**config.mk**
```make
export PLATFORM = sky130hd
export DESIGN_NAME = regex_cmd_ctrl
export DESIGN_NICKNAME = d
export VERILOG_FILES = /design/src/logic/regex_pkg.sv /design/src/logic/regex_cmd_ctrl.sv
export VERILOG_INCLUDE_DIRS = /design/src /design/src/logic
export SDC_FILE = /design/constraint.sdc
export NUM_CORES = 1
export LEC_CHECK = 0
export ABC_AREA = 0
export BUFFER_PORTS_ARGS = -buffer_cell sky130_fd_sc_hd__buf_2
export CAP_MARGIN = 25
export CORE_AREA = 2 2 139 141
export DETAILED_ROUTE_END_ITERATION = 12
export DIE_AREA = 0 0 141 143
export PLACE_DENSITY = 0.61
export SLEW_MARGIN = 30
export SYNTH_ARGS = -nofsm -noshare
export SYNTH_HDL_FRONTEND = slang
export SYNTH_SLANG_ARGS = --single-unit
```
**constraint.sdc**
```tcl
create_clock -name clk -period 1.98 [get_ports clk]
set_clock_uncertainty 0.1 [all_clocks]
set_input_delay 0.198 -clock clk [delete_from_list [all_inputs] [get_ports clk]]
set_output_delay 0.198 -clock clk [all_outputs]
set_load 0.05 [all_outputs]
```
**src/logic/regex_config.svh**
```systemverilog
// Width definitions shared by the regex accelerator RTL.
// Include this header wherever one of the widths is needed.

`ifndef REGEX_CONFIG_SVH
`define REGEX_CONFIG_SVH

// host register width
`define REGEX_REG_WIDTH 32

// instruction word address width
`define REGEX_PC_WIDTH 9

// memory port widths
`define REGEX_MEM_RD_WIDTH 64
`define REGEX_MEM_WR_WIDTH 32
`define REGEX_MEM_RD_ADDR_WIDTH `REGEX_PC_WIDTH
`define REGEX_MEM_WR_ADDR_WIDTH (`REGEX_PC_WIDTH + 1)

// text characters and byte pointers
`define REGEX_CHAR_WIDTH 8
`define REGEX_PTR_WIDTH (`REGEX_PC_WIDTH + 3)

`endif
```
**src/logic/regex_pkg.sv**
```systemverilog
// Types shared by the regex accelerator: host commands, status codes,
// coprocessor opcodes and the structs that carry the memory ports.
// Refer to items by scoped name, e.g. regex_pkg::host_regs_t.

`include "regex_config.svh"

package regex_pkg;

    // host commands in reference encoding
    typedef enum logic [`REGEX_REG_WIDTH-1:0] {
        CMD_NOP                = 0,
        CMD_WRITE              = 1,
        CMD_READ               = 2,
        CMD_START              = 3,
        CMD_RESET              = 4,
        CMD_READ_ELAPSED_CLOCK = 5,
        CMD_RESTART            = 6
    } regex_cmd_e;

    // status codes seen by the host
    typedef enum logic [`REGEX_REG_WIDTH-1:0] {
        STATUS_IDLE     = 0,
        STATUS_RUNNING  = 1,
        STATUS_ACCEPTED = 2,
        STATUS_REJECTED = 3,
        STATUS_ERROR    = 4
    } regex_status_e;

    // opcode byte in instruction bits 31:24
    typedef enum logic [7:0] {
        OP_CHAR   = 8'h01,
        OP_ANY    = 8'h02,
        OP_ACCEPT = 8'h03
    } regex_op_e;

    typedef struct packed {
        logic [`REGEX_REG_WIDTH-1:0] data_in;
        logic [`REGEX_REG_WIDTH-1:0] address;
        logic [`REGEX_REG_WIDTH-1:0] start_ptr;
        logic [`REGEX_REG_WIDTH-1:0] end_ptr;
        regex_cmd_e                  cmd;
    } host_regs_t;

    typedef struct packed {
        logic                                en;
        logic [`REGEX_MEM_WR_ADDR_WIDTH-1:0] addr;
        logic [`REGEX_MEM_WR_WIDTH-1:0]      data;
    } mem_wr_t;

    typedef struct packed {
        logic                                en;
        logic [`REGEX_MEM_RD_ADDR_WIDTH-1:0] addr;
    } mem_rd_t;

    typedef struct packed {
        logic done;
        logic accept;
        logic error;
    } match_result_t;

endpackage

```
**src/logic/regex_cmd_ctrl.sv**
```systemverilog
// Command decoder and status block of the accelerator.
// Turns the host's level commands into memory accesses and a start request,
// keeps the status and the elapsed-cycle counter, and hands the memory read
// port to the coprocessor while a match runs.

`include "regex_config.svh"

module regex_cmd_ctrl
(
    input  logic                                clk,
    input  logic                                rst_master,
    input  regex_pkg::host_regs_t               host,
    input  logic [`REGEX_MEM_RD_WIDTH-1:0]      rd_data,
    output regex_pkg::mem_wr_t                  mem_wr,
    output regex_pkg::mem_rd_t                  mem_rd,
    output logic                                start_valid,
    input  logic                                start_ready,
    input  logic                                mem_req_valid,
    input  logic [`REGEX_MEM_RD_ADDR_WIDTH-1:0] mem_req_addr,
    output logic                                mem_req_ready,
    input  regex_pkg::match_result_t            result,
    output regex_pkg::regex_status_e            status,
    output logic [`REGEX_REG_WIDTH-1:0]         data_out,
    output logic                                core_rst
);

    localparam int W = `REGEX_REG_WIDTH;

    regex_pkg::regex_status_e status_next;
    logic [W-1:0]             elapsed;
    logic [W-1:0]             elapsed_next;

    // soft reset command behaves like the external reset
    assign core_rst = rst_master || (host.cmd == regex_pkg::CMD_RESET);

    //////////////////////////////////////////////////////////////////////
    // registers
    //////////////////////////////////////////////////////////////////////

    always_ff @(posedge clk)
    begin
        if (core_rst)
        begin
            status  <= regex_pkg::STATUS_IDLE;
            elapsed <= '0;
        end
        else
        begin
            status  <= status_next;
            elapsed <= elapsed_next;
        end
    end

    //////////////////////////////////////////////////////////////////////
    // command decode and memory ownership
    //////////////////////////////////////////////////////////////////////

    always_comb
    begin
        status_next   = status;
        elapsed_next  = elapsed;
        data_out      = '0;
        mem_wr        = '0;
        mem_rd        = '0;
        mem_req_ready = 1'b0;
        start_valid   = 1'b0;

        case (status)
            regex_pkg::STATUS_IDLE,
            regex_pkg::STATUS_ACCEPTED,
            regex_pkg::STATUS_REJECTED,
            regex_pkg::STATUS_ERROR:
            begin
                case (host.cmd)
                    regex_pkg::CMD_WRITE:
                    begin
                        mem_wr.en   = 1'b1;
                        mem_wr.addr = host.address[`REGEX_MEM_WR_ADDR_WIDTH-1:0];
                        mem_wr.data = host.data_in[`REGEX_MEM_WR_WIDTH-1:0];
                    end
                    regex_pkg::CMD_READ:
                    begin
                        // upper bits pick the word, bit 0 the 32-bit lane
                        mem_rd.en   = 1'b1;
                        mem_rd.addr = host.address[`REGEX_MEM_RD_ADDR_WIDTH:1];
                        data_out    = rd_data[host.address[0]*W +: W];
                    end
                    regex_pkg::CMD_READ_ELAPSED_CLOCK:
                    begin
                        data_out = elapsed;
                    end
                    regex_pkg::CMD_START:
                    begin
                        // only honoured from idle; a finished run needs restart
                        if (status == regex_pkg::STATUS_IDLE)
                        begin
                            start_valid   = 1'b1;
                            mem_req_ready = 1'b1;
                            mem_rd.en     = mem_req_valid;
                            mem_rd.addr   = mem_req_addr;
                            if (start_ready)
                            begin
                                status_next  = regex_pkg::STATUS_RUNNING;
                                elapsed_next = '0;
                            end
                        end
                    end
                    regex_pkg::CMD_RESTART:
                    begin
                        status_next = regex_pkg::STATUS_IDLE;
                    end
                    default:
                    begin
                        status_next = status;
                    end
                endcase
            end
            regex_pkg::STATUS_RUNNING:
            begin
                // coprocessor owns the read port
                mem_req_ready = 1'b1;
                mem_rd.en     = mem_req_valid;
                mem_rd.addr   = mem_req_addr;

                if (result.done)
                begin
                    if (result.error)
                    begin
                        status_next = regex_pkg::STATUS_ERROR;
                    end
                    else if (result.accept)
                    begin
                        status_next = regex_pkg::STATUS_ACCEPTED;
                    end
                    else
                    begin
                        status_next = regex_pkg::STATUS_REJECTED;
                    end
                end

                // saturating cycle count
                if (!(&elapsed))
                begin
                    elapsed_next = elapsed + 1'b1;
                end
            end
            default:
            begin
                status_next = regex_pkg::STATUS_IDLE;
            end
        endcase
    end

endmodule

```
==> out/metrics.yaml, run 1 <==
finish:
  multi_input_area_um2: 3380
  area_growth_pct: 123
  layout.nets: 1061
  final_util_pct: 42.8
  stdcell_area_um2: 7960
  fillerInstances: 1760
  drive_gt1_share_pct: 68.9
  regArea_um2: 713
sta:
  slew_violations: 0
  hold-worst-slack_ns: 0.0225
  setup_viol_count_final: 111
  fin_crit_ns: 2.28
  hold_violations: 0
  fmax_mhz: 438
  timing.final.ws_setup_ns: -0.304
  rsz0062_at_grt: "true"
  finalCritPeriodShare_pct: 115
synthesis:
  yosysSeqAreaShare_pct: 19.6
  async_flop_share_pct: 0
  syn-instance-count: 480
  syn-cell-area_um2: 3570
  ys.flop_type: "dfxtp_1"
  synth_edf_count: 0
  syn_avg_cell_area_um2: 7.43
  yosysUniqueCellTypes: 50
  synth_seq_cells: 35
  yosys_warnings: 0
setup_path:
  path_cells: "buf_6, nor4_4, nand4_1, buf_4, o41a_1, inv_2, buf_6, buf_6, buf_6, buf_12"
  cp_max_fo: 4
  slowest_stage: "o41a_1"
  slowest_delay_ns: 0.45
  endpoint_kind: "output pin"
  crit_top_cell: "buf_6"
  cp-start-kind: "input port"
  cp_data_required_time_ns: 1.68
  crit_type: "in -> out"
  reg2reg_slack_ns: -0.10
  crit_arrival_ns: 1.99
placed_design:
  dp_hpwl_um: 13100
  portBuffers: 244
  detailed_place.area_um2: 6330
  gp_congestion: 0.830
  dp_slack_ns: -0.360
run:
  cap_violations: 0
power:
  total_power_mw: 2.01
  power_density_nw_per_um2: 253
  power.leakage_nw: 3.47
  vdd_ir_drop_max_mv: 0.312
detailed_routing:
  via_per_inst: 4.72
  wire_per_inst_um: 17.3
  antenna_left: 0
  drtPass1Iterations: 4
  wl_um: 18300
  vias: 4987
  drt_first_iter_violations: 215
  drc: 0
clock_network:
  cts_tree: "done"
  clk-insertion-delay-late_ns: 0.28
  cts_buffers: 5
  htree_num_levels: 2
  hold_buffers: 0
  cts_root_buf: "clkbuf_16"
  ctsLongestPathBuffers: 2
  path_clk_slew_ns: 0.06
  cts_sinks: 35
floorplanning:
  io_pins: 360
  start_util_pct: 19.2
  die_x_um: 141
  rows: 50
  die_h_um: 143
  die_area_um2: 20200
  core_area_um2: 18600
global_route:
  grt_pass1_vias: 4721
  grt_start_max_net_pins: 44
  grt_usage_pct: 16.2
  antenna_found_initial: 5
  grt_first_pass_wirelength_um: 25500
  globalRouteOverflowTotal: 0
run_status:
  status: "complete, but fails checks"
  violations: "setup timing"
min_path:
  hold_class: "in -> reg"
==> layout make-up <==
| type | instances | share of cell area [%] |
|---|---|---|
| Timing Repair Buffer | 370 | 42.8 |
| Multi-Input combinational cell | 401 | 42.4 |
| Sequential cell | 35 | 8.96 |
| Tap cell | 234 | 3.68 |
| Clock buffer | 6 | 1.74 |
| Inverter | 7 | 0.330 |
| Clock inverter | 1 | 0.0629 |
| Antenna cell | 2 | 0.0629 |
==> worst paths after layout <==
path	start	cells after the start	end
hold / removal	result[0]	2	status[1]
hold reg to reg	elapsed[26]	2	elapsed[26]
setup reg to reg	elapsed[16]	7	elapsed[18]
setup / recovery	host[22]	10	core_rst
==> power breakdown <==
part | internal, mW | switching, mW | leakage, nW
registers | 0.703 | 0.000452 | 0.286
clock network | 0.491 | 0.293 | 0.0727
logic | 0.231 | 0.295 | 3.11
total | 1.43 | 0.588 | 3.47
==> cell usage after synthesis (2+ instances only) <==
master / instances / area, um2
a211o_1: 9 / 78.8
a211oi_1: 3 / 22.5
a21o_1: 2 / 15.0
a21oi_1: 6 / 30.0
a221o_1: 2 / 20.0
a22o_1: 11 / 96.3
a22oi_1: 32 / 240
a311oi_1: 6 / 52.6
a31oi_1: 10 / 62.6
a41oi_1: 2 / 17.5
and2_1: 46 / 288
and3_1: 15 / 93.8
and4_1: 10 / 87.6
buf_2: 9 / 45.0
buf_4: 29 / 218
clkbuf_1: 26 / 97.6
dfxtp_1: 35 / 701
inv_1: 6 / 22.5
mux2_2: 32 / 360
nand2_1: 27 / 101
nand2b_1: 3 / 18.8
nand3_1: 18 / 90.1
nand4_1: 12 / 75.1
nor2_1: 51 / 191
nor3_1: 20 / 100
nor3_2: 2 / 20.0
nor4_1: 3 / 18.8
nor4_2: 7 / 87.6
o211ai_1: 6 / 45.0
o21ai_0: 10 / 50.1
o22ai_1: 5 / 31.3
o32ai_1: 2 / 17.5
or2_2: 3 / 18.8
or3_1: 4 / 25.0
==> worst max-delay path, delay by kind of cell <==
family / cells / cell delay, ns
buf+inv: 7 / 0.84
simple gates: 2 / 0.48
compound gates: 1 / 0.45
==> per-stage QoR <==
stage                     instances  TNS [ns]
after floorplan                 508     -6.52
after global placement         1017    -29.41
after detailed placement       1017    -34.81
after CTS                      1034    -16.20
after global routing           1054    -29.21
final                          1056    -22.10
==> cell families (layout without fill, tap and decap cells) <==
| logic type | count (synthesis) | after routing | share of synthesized area [%] |
|---|---|---|---|
| AOI/OAI and AO/OA | 113 | 113 | 23.5 |
| adders and majority gates | 1 | 1 | 0.351 |
| buffers and inverters | 72 | 384 | 11.2 |
| DFF | 35 | 35 | 19.6 |
| muxes | 32 | 32 | 10.1 |
| other | 1 | 31 | 0.105 |
| and+or+nand+nor | 226 | 226 | 35.2 |
==> what timing repair did <==
item	in CTS	in global routing
cloned	3	7
hold endpoints to repair	0	0
setup buffers	7	14
pin swaps	21	49
setup endpoints to repair	114	120
gates resized for setup	222	83
==> routing by layer <==
layer	vias to the layer above	part of all wire [%]	track usage, %
met5	-	0.22	0
met1	2301	41	19.6
met2	228	49	28.4
met4	6	1.9	3.63
li1	2425	-	-
met3	27	8.4	4.83
==> state kept, by name, summed over array words and instances, names as in the netlist <==
register,count
elapsed,32
status,3
==> cell usage in the layout, fill, tap and decap left out, types with 5 or more instances in the layout <==
master	synthesis	layout
nor2_4	0	34
inv_1	6	6
dfxtp_1	35	27
dfxtp_2	0	7
clkbuf_16	0	9
nor2_1	51	14
buf_8	0	58
buf_12	0	23
nand3_1	18	17
a211o_1	9	9
o211ai_1	6	6
a311oi_1	6	5
a31oi_1	10	10
mux2_2	32	32
a22oi_2	0	20
a22o_4	0	8
buf_6	1	42
nor4_4	0	9
and2_1	46	6
a22oi_1	32	12
conb_1	1	29
nand4_1	12	12
buf_4	29	95
and4_4	0	6
buf_2	9	146
nor3_1	20	18
and3_1	15	14
o21ai_0	10	9
nand2_1	27	24
and2_4	0	40
Note: power is estimated with default switching activity, not from simulation.
==> inputs of run 2 (changes only) <==
- CORE_AREA: 2 2 139 141 -> 2 2 141 143
- CTS_BUF_LIST: unset -> sky130_fd_sc_hd__clkbuf_4 sky130_fd_sc_hd__clkbuf_8
- DIE_AREA: 0 0 141 143 -> 0 0 143 145
- PLACE_DENSITY: 0.61 -> 0.6
==> out/metrics.yaml, run 2 (synthesis gave the netlist of run 1 again) <==
run_status:
  status: "complete, but fails checks"  # unchanged
  violations: "setup timing"  # unchanged
min_path:
  hold-path-endpoint: "status[1]"  # unchanged
  hold_depth: 2  # unchanged
  worstHoldStart: "result[0]"  # unchanged
  hold_class: "in -> reg"  # unchanged
global_route:
  grt_start_max_net_pins: 34  # was 44
  grt_first_pass_wirelength_um: 26800  # was 25500 um
  grt_pass1_vias: 4983  # was 4721
  grt_usage_pct: 16.5  # was 16.2%
  antenna_found_initial: 6  # was 5
  globalRouteOverflowTotal: 0  # unchanged
sta:
  fin_crit_ns: 2.26  # was 2.28 ns
  fmax_mhz: 443  # was 438 MHz
  setup_tns_ns: -20.91  # was -22.10 ns
  setup_viol_count_final: 106  # was 111
  slew_violations: 0  # unchanged
  timing.final.ws_setup_ns: -0.279  # was -0.304 ns
  hold_violations: 0  # unchanged
  rsz0062_at_grt: "true"  # unchanged
  finalCritPeriodShare_pct: 114  # was 115%
finish:
  layout.nets: 1079  # was 1061
  final_cell_mix: "145 x buf_2, 90 x buf_4, 67 x buf_8"  # was 146 x buf_2, 95 x buf_4, 58 x buf_8
  largest_register_ffs: 32  # unchanged
  final_common_cell: "buf_2"  # unchanged
  top_regs: "elapsed (32), status (3)"  # unchanged
  regArea_um2: 729  # was 713 um2
  multi_input_area_um2: 3660  # was 3380 um2
  area_growth_pct: 138  # was 123%
  largest-register: "elapsed"  # unchanged
  fillerInstances: 1801  # was 1760
  drive_gt1_share_pct: 76.3  # was 68.9%
setup_path:
  cp_max_fo: 6  # was 4
  path_cells: "buf_6, nor4_4, and4_4, nand3_4, nor3_4, buf_12, clkbuf_16, a22oi_2, nor2_4, buf_12"  # was buf_6, nor4_4, nand4_1, buf_4, o41a_1, inv_2, buf_6, buf_6, buf_6, buf_12
  crit_buf_inv: 4  # was 7
  slowest_stage: "nor4_4"  # was o41a_1
  crit_arrival_ns: 1.96  # was 1.99 ns
  crit_type: "in -> out"  # unchanged
  reg2reg_slack_ns: -0.06  # was -0.10 ns
  cp_data_required_time_ns: 1.68  # about the same
  reg2reg_depth: 9  # was 7
  cp-start-kind: "input port"  # unchanged
  cp_top_family: "simple AND/OR/NAND/NOR gates"  # was buffers and inverters
  r2r_end: "elapsed[1]"  # was elapsed[18]
  crit_top_cell: "buf_12"  # was buf_6
  slowest_delay_ns: 0.34  # was 0.45 ns
  r2r_start: "elapsed[19]"  # was elapsed[16]
  endpoint_kind: "output pin"  # unchanged
power:
  power_density_nw_per_um2: 228  # was 253 nW/um2
  vdd_ir_drop_max_mv: 0.254  # was 0.312 mV
  power.leakage_nw: 3.65  # was 3.47 nW
  total_power_mw: 1.94  # was 2.01 mW
clock_network:
  path_clk_slew_ns: 0.07  # was 0.06 ns
  htree_num_levels: 2  # unchanged
  cts_root_buf: "clkbuf_8"  # was clkbuf_16
  hold_buffers: 0  # unchanged
  clk-insertion-delay-late_ns: 0.29  # was 0.28 ns
  cts_tree: "done"  # unchanged
  ctsLongestPathBuffers: 2  # unchanged
  cts_buffers: 5  # unchanged
  cts_sinks: 35  # unchanged
floorplanning:
  die_x_um: 143  # was 141 um
  io_pins: 360  # unchanged
  start_util_pct: 18.6  # was 19.2%
  die_area_um2: 20700  # was 20200 um2
  die_h_um: 145  # was 143 um
  core_area_um2: 19200  # was 18600 um2
  rows: 51  # was 50
detailed_routing:
  via_per_inst: 4.71  # was 4.72
  antenna_left: 0  # unchanged
  vias: 5209  # was 4987
  drt_first_iter_violations: 254  # was 215
  wire_per_inst_um: 17.3  # about the same
  wl_um: 19100  # was 18300 um
  drc: 0  # unchanged
  drtPass1Iterations: 5  # was 4
placed_design:
  portBuffers: 244  # unchanged
  gp_congestion: 0.825  # was 0.830
  dp_hpwl_um: 13100  # unchanged
run:
  cap_violations: 0  # unchanged
## run 2: changes by cell type in the layout (fill, tap and decap cells not counted), sizes merged
| cell | previous run | this run |
|---|---|---|
| bufinv | 0 | 1 |
| buf | 366 | 382 |
| clkbuf | 10 | 11 |
| or3 | 5 | 6 |
## run 2: layer usage
layer | GRT usage, % | vias to the layer above | part of all wire (%)
met5 | 0 | - | 0.14
met4 | 2.52 | 4 | 1.6
met3 | 4.42 | 29 | 8.9
met2 | 29.8 | 254 | 51
met1 | 19.5 | 2459 | 38
li1 | - | 2463 | -
## run 2: cell type report
cell class                      instances  area share (%)
Multi-Input combinational cell        402            43.1
Sequential cell                        35            8.59
Antenna cell                            2          0.0589
Clock inverter                          2           0.412
Timing Repair Buffer                  387            42.6
Inverter                                7           0.309
Tap cell                              265            3.90
Clock buffer                            6           0.972
## run 2: what timing repair did
item	in CTS	in global routing
setup endpoints to repair	116	121
buffers inserted	30	12
cloned	6	5
gates resized for setup	291	137
pin swaps	40	93
## run 2: worst max-delay path by stage
stage	start	cells after the start	slack [ns]	to
2_1_floorplan	host[13]	5	-0.22	mem_rd[7]
3_3_place_gp	host[9]	9	-0.36	data_out[11]
3_5_place_dp	host[13]	9	-0.39	data_out[11]
4_1_cts	status[1]	8	-0.26	mem_rd[3]
5_1_grt	host[13]	10	-0.38	data_out[30]
6_report	host[9]	10	-0.28	data_out[30]
## run 2: worst reg2reg max path, delay by kind of cell (launching register included)
family	cells	cell delay, ns
compound gates	3	0.48
simple gates	3	0.57
buf+inv	3	0.49
flops	1	0.33
## run 2: power by group
part	internal [mW]	leakage [nW]	switching [mW]	total (mW)
clock	0.408	0.0612	0.289	0.697
sequential	0.700	0.292	0.000514	0.701
combinational	0.238	3.30	0.304	0.542
## run 2: through the flow
stage,util (%),cell area (um2),hold slack [ns],instances,worst slack (ns)
5_1_grt,44.2,8490,0.0145,1104,-0.384
6_report,44.2,8490,0.0102,1106,-0.279
3_3_place_gp,32.6,6260,0.316,1049,-0.357
3_5_place_dp,32.6,6270,0.316,1049,-0.385
4_1_cts,40.5,7780,0.00414,1091,-0.261
2_1_floorplan,-,4230,0.191,508,-0.221
==> inputs of run 3 (changes only) <==
- GPL_TIMING_DRIVEN: unset -> 0
==> out/metrics.yaml, run 3 (synthesis gave the netlist of run 1 again) <==
global_route:
  globalRouteOverflowTotal: 0  # unchanged
  grt_start_max_net_pins: 11  # was 34
  grt_first_pass_wirelength_um: 28200  # was 26800 um
  grt_pass1_vias: 5087  # was 4983
  grt_usage_pct: 17.5  # was 16.5%
  antenna_found_initial: 9  # was 6
sta:
  setup_viol_count_final: 121  # was 106
  slew_headroom_pct: 66.2
  timing.final.ws_setup_ns: -0.279  # about the same
  fin_crit_ns: 2.26  # about the same
  hold_violations: 0  # unchanged
  setup_tns_ns: -25.29  # was -20.91 ns
  rsz0062_at_grt: "true"  # unchanged
  fmax_mhz: 443  # about the same
  finalCritPeriodShare_pct: 114  # about the same
  worstMarginPinSlew_ns: 0.507
  slew_violations: 0  # unchanged
setup_path:
  cp_top_family: "simple AND/OR/NAND/NOR gates"  # unchanged
  slowest_stage: "nor4_4"  # unchanged
  cp_data_required_time_ns: 1.68  # about the same
  crit_type: "in -> out"  # unchanged
  path_cells: "buf_2, nor4_4, and4_4, nand3_4, nor3_4, buf_6, clkbuf_8, a22oi_2, nor2_4, buf_8"  # was buf_6, nor4_4, and4_4, nand3_4, nor3_4, buf_12, clkbuf_16, a22oi_2, nor2_4, buf_12
  endpoint_kind: "output pin"  # unchanged
  cp_max_fo: 5  # was 6
  slowest_delay_ns: 0.31  # was 0.34 ns
  crit_buf_inv: 4  # unchanged
  cp-start-kind: "input port"  # unchanged
  crit_arrival_ns: 1.96  # about the same
placed_design:
  dp_hpwl_um: 13200  # was 13100 um
  gp_congestion: 0.819  # was 0.825
  dp_slack_ns: -0.830  # was -0.385 ns
  portBuffers: 242  # was 244
detailed_routing:
  vias: 5259  # was 5209
  wire_per_inst_um: 17.9  # was 17.3 um
  drt_first_iter_violations: 297  # was 254
  antenna_left: 0  # unchanged
  wl_um: 19900  # was 19100 um
  via_per_inst: 4.74  # was 4.71
  drc: 0  # unchanged
  drtPass1Iterations: 5  # unchanged
floorplanning:
  die_area_um2: 20700  # unchanged
  die_h_um: 145  # unchanged
  rows: 51  # unchanged
  io_pins: 360  # unchanged
  core_area_um2: 19200  # unchanged
  die_x_um: 143  # unchanged
  start_util_pct: 18.6  # unchanged
clock_network:
  cts_root_buf: "clkbuf_8"  # unchanged
  cts_buffers: 5  # unchanged
  cts_sinks: 35  # unchanged
  htree_num_levels: 2  # unchanged
  path_clk_slew_ns: 0.08  # was 0.07 ns
  cts_tree: "done"  # unchanged
  clk-insertion-delay-late_ns: 0.30  # was 0.29 ns
  ctsLongestPathBuffers: 2  # unchanged
finish:
  area_growth_pct: 138  # about the same
  top_regs: "elapsed (32), status (3)"  # unchanged
  largest-register: "elapsed"  # unchanged
  final_common_cell: "buf_2"  # unchanged
  final_util_pct: 44.3  # was 44.2%
  layout.nets: 1082  # was 1079
  fillerInstances: 1794  # was 1801
  final_cell_mix: "148 x buf_2, 90 x buf_8, 71 x buf_4"  # was 145 x buf_2, 90 x buf_4, 67 x buf_8
  largest_register_ffs: 32  # unchanged
  drive_gt1_share_pct: 76.0  # was 76.3%
run_status:
  status: "complete, but fails checks"  # unchanged
  violations: "setup timing"  # unchanged
power:
  combPwrFrac_pct: 31.1  # was 27.9%
  p_seq_share_pct: 38.2  # was 36.1%
  p_switching_mw: 0.596  # was 0.594 mW
  swShare_pct: 32.6  # was 30.6%
  power_density_nw_per_um2: 215  # was 228 nW/um2
  vdd_ir_drop_max_mv: 0.212  # was 0.254 mV
  power.leakage_nw: 3.65  # about the same
  clock_power_share_pct: 30.7  # was 36.0%
  intPower_mw: 1.23  # was 1.35 mW
min_path:
  hold_class: "in -> reg"  # unchanged
run:
  cap_violations: 0  # unchanged
## run 3: worst reg2reg max path: cells and delay by family, from the launching register on
kind	cells	cell delay, ns
buffers and inverters	3	0.48
AO/OA/AOI/OAI	3	0.64
AND/OR/NAND/NOR	3	0.47
adder cells (fa/ha/maj)	1	0.14
flip-flops	1	0.37
## run 3: final timing paths
kind / startpoint / end / slack, ns / depth (start not counted)
worst max-delay path: host[5] / data_out[16] / -0.28 / 10
worst min-delay path: result[0] / status[1] / 0.04 / 2
worst max register to register: elapsed[1] / elapsed[1] / -0.28 / 10
worst min register to register: elapsed[26] / elapsed[26] / 0.41 / 1
## run 3: power by group through the flow
stage | clock (mW) | sequential, mW | combinational, mW
after floorplan | 0 | 0.719 | 0.287
after global placement | 0 | 0.719 | 0.481
after detailed placement | 0 | 0.719 | 0.483
after CTS | 0.566 | 0.698 | 0.554
after global routing | 0.595 | 0.698 | 0.602
final | 0.562 | 0.698 | 0.568
## run 3: layout make-up
cell class,instances,area [um2],share of cell area [%]
tap,265,332,3.90
antenna,3,7.51,0.0883
inverter,7,30.0,0.353
buffer,61,644,7.58
multi-input combinational,401,3600,42.4
clock buffer,7,83.8,0.986
sequential,35,739,8.70
clock inverter,1,5.00,0.0589
timing repair buffer,330,3060,36.0
## run 3: metal layers
metal / vias up / track usage, % / part of all wire, %
met5: - / 0 / 0.31
met4: 10 / 3.56 / 1.3
met3: 35 / 6.53 / 10
met2: 275 / 31.4 / 51
met1: 2459 / 19.6 / 37
li1: 2480 / - / -
## run 3: stage by stage
step	cells	area, um2	total power, mW	hold slack, ns
6_report	1110	8500	1.83	0.0417
5_1_grt	1108	8500	1.89	0.0453
4_1_cts	1089	8080	1.82	0.0270
3_5_place_dp	1015	5770	1.20	0.342
3_3_place_gp	1015	5770	1.20	0.320
2_1_floorplan	508	4230	1.01	0.191
## run 3: what timing repair did
item	in CTS	in global routing
setup buffers	55	19
pin swaps	122	85
hold buffers	0	0
setup endpoints to repair	123	123
resized for setup	436	67
cloned	14	2
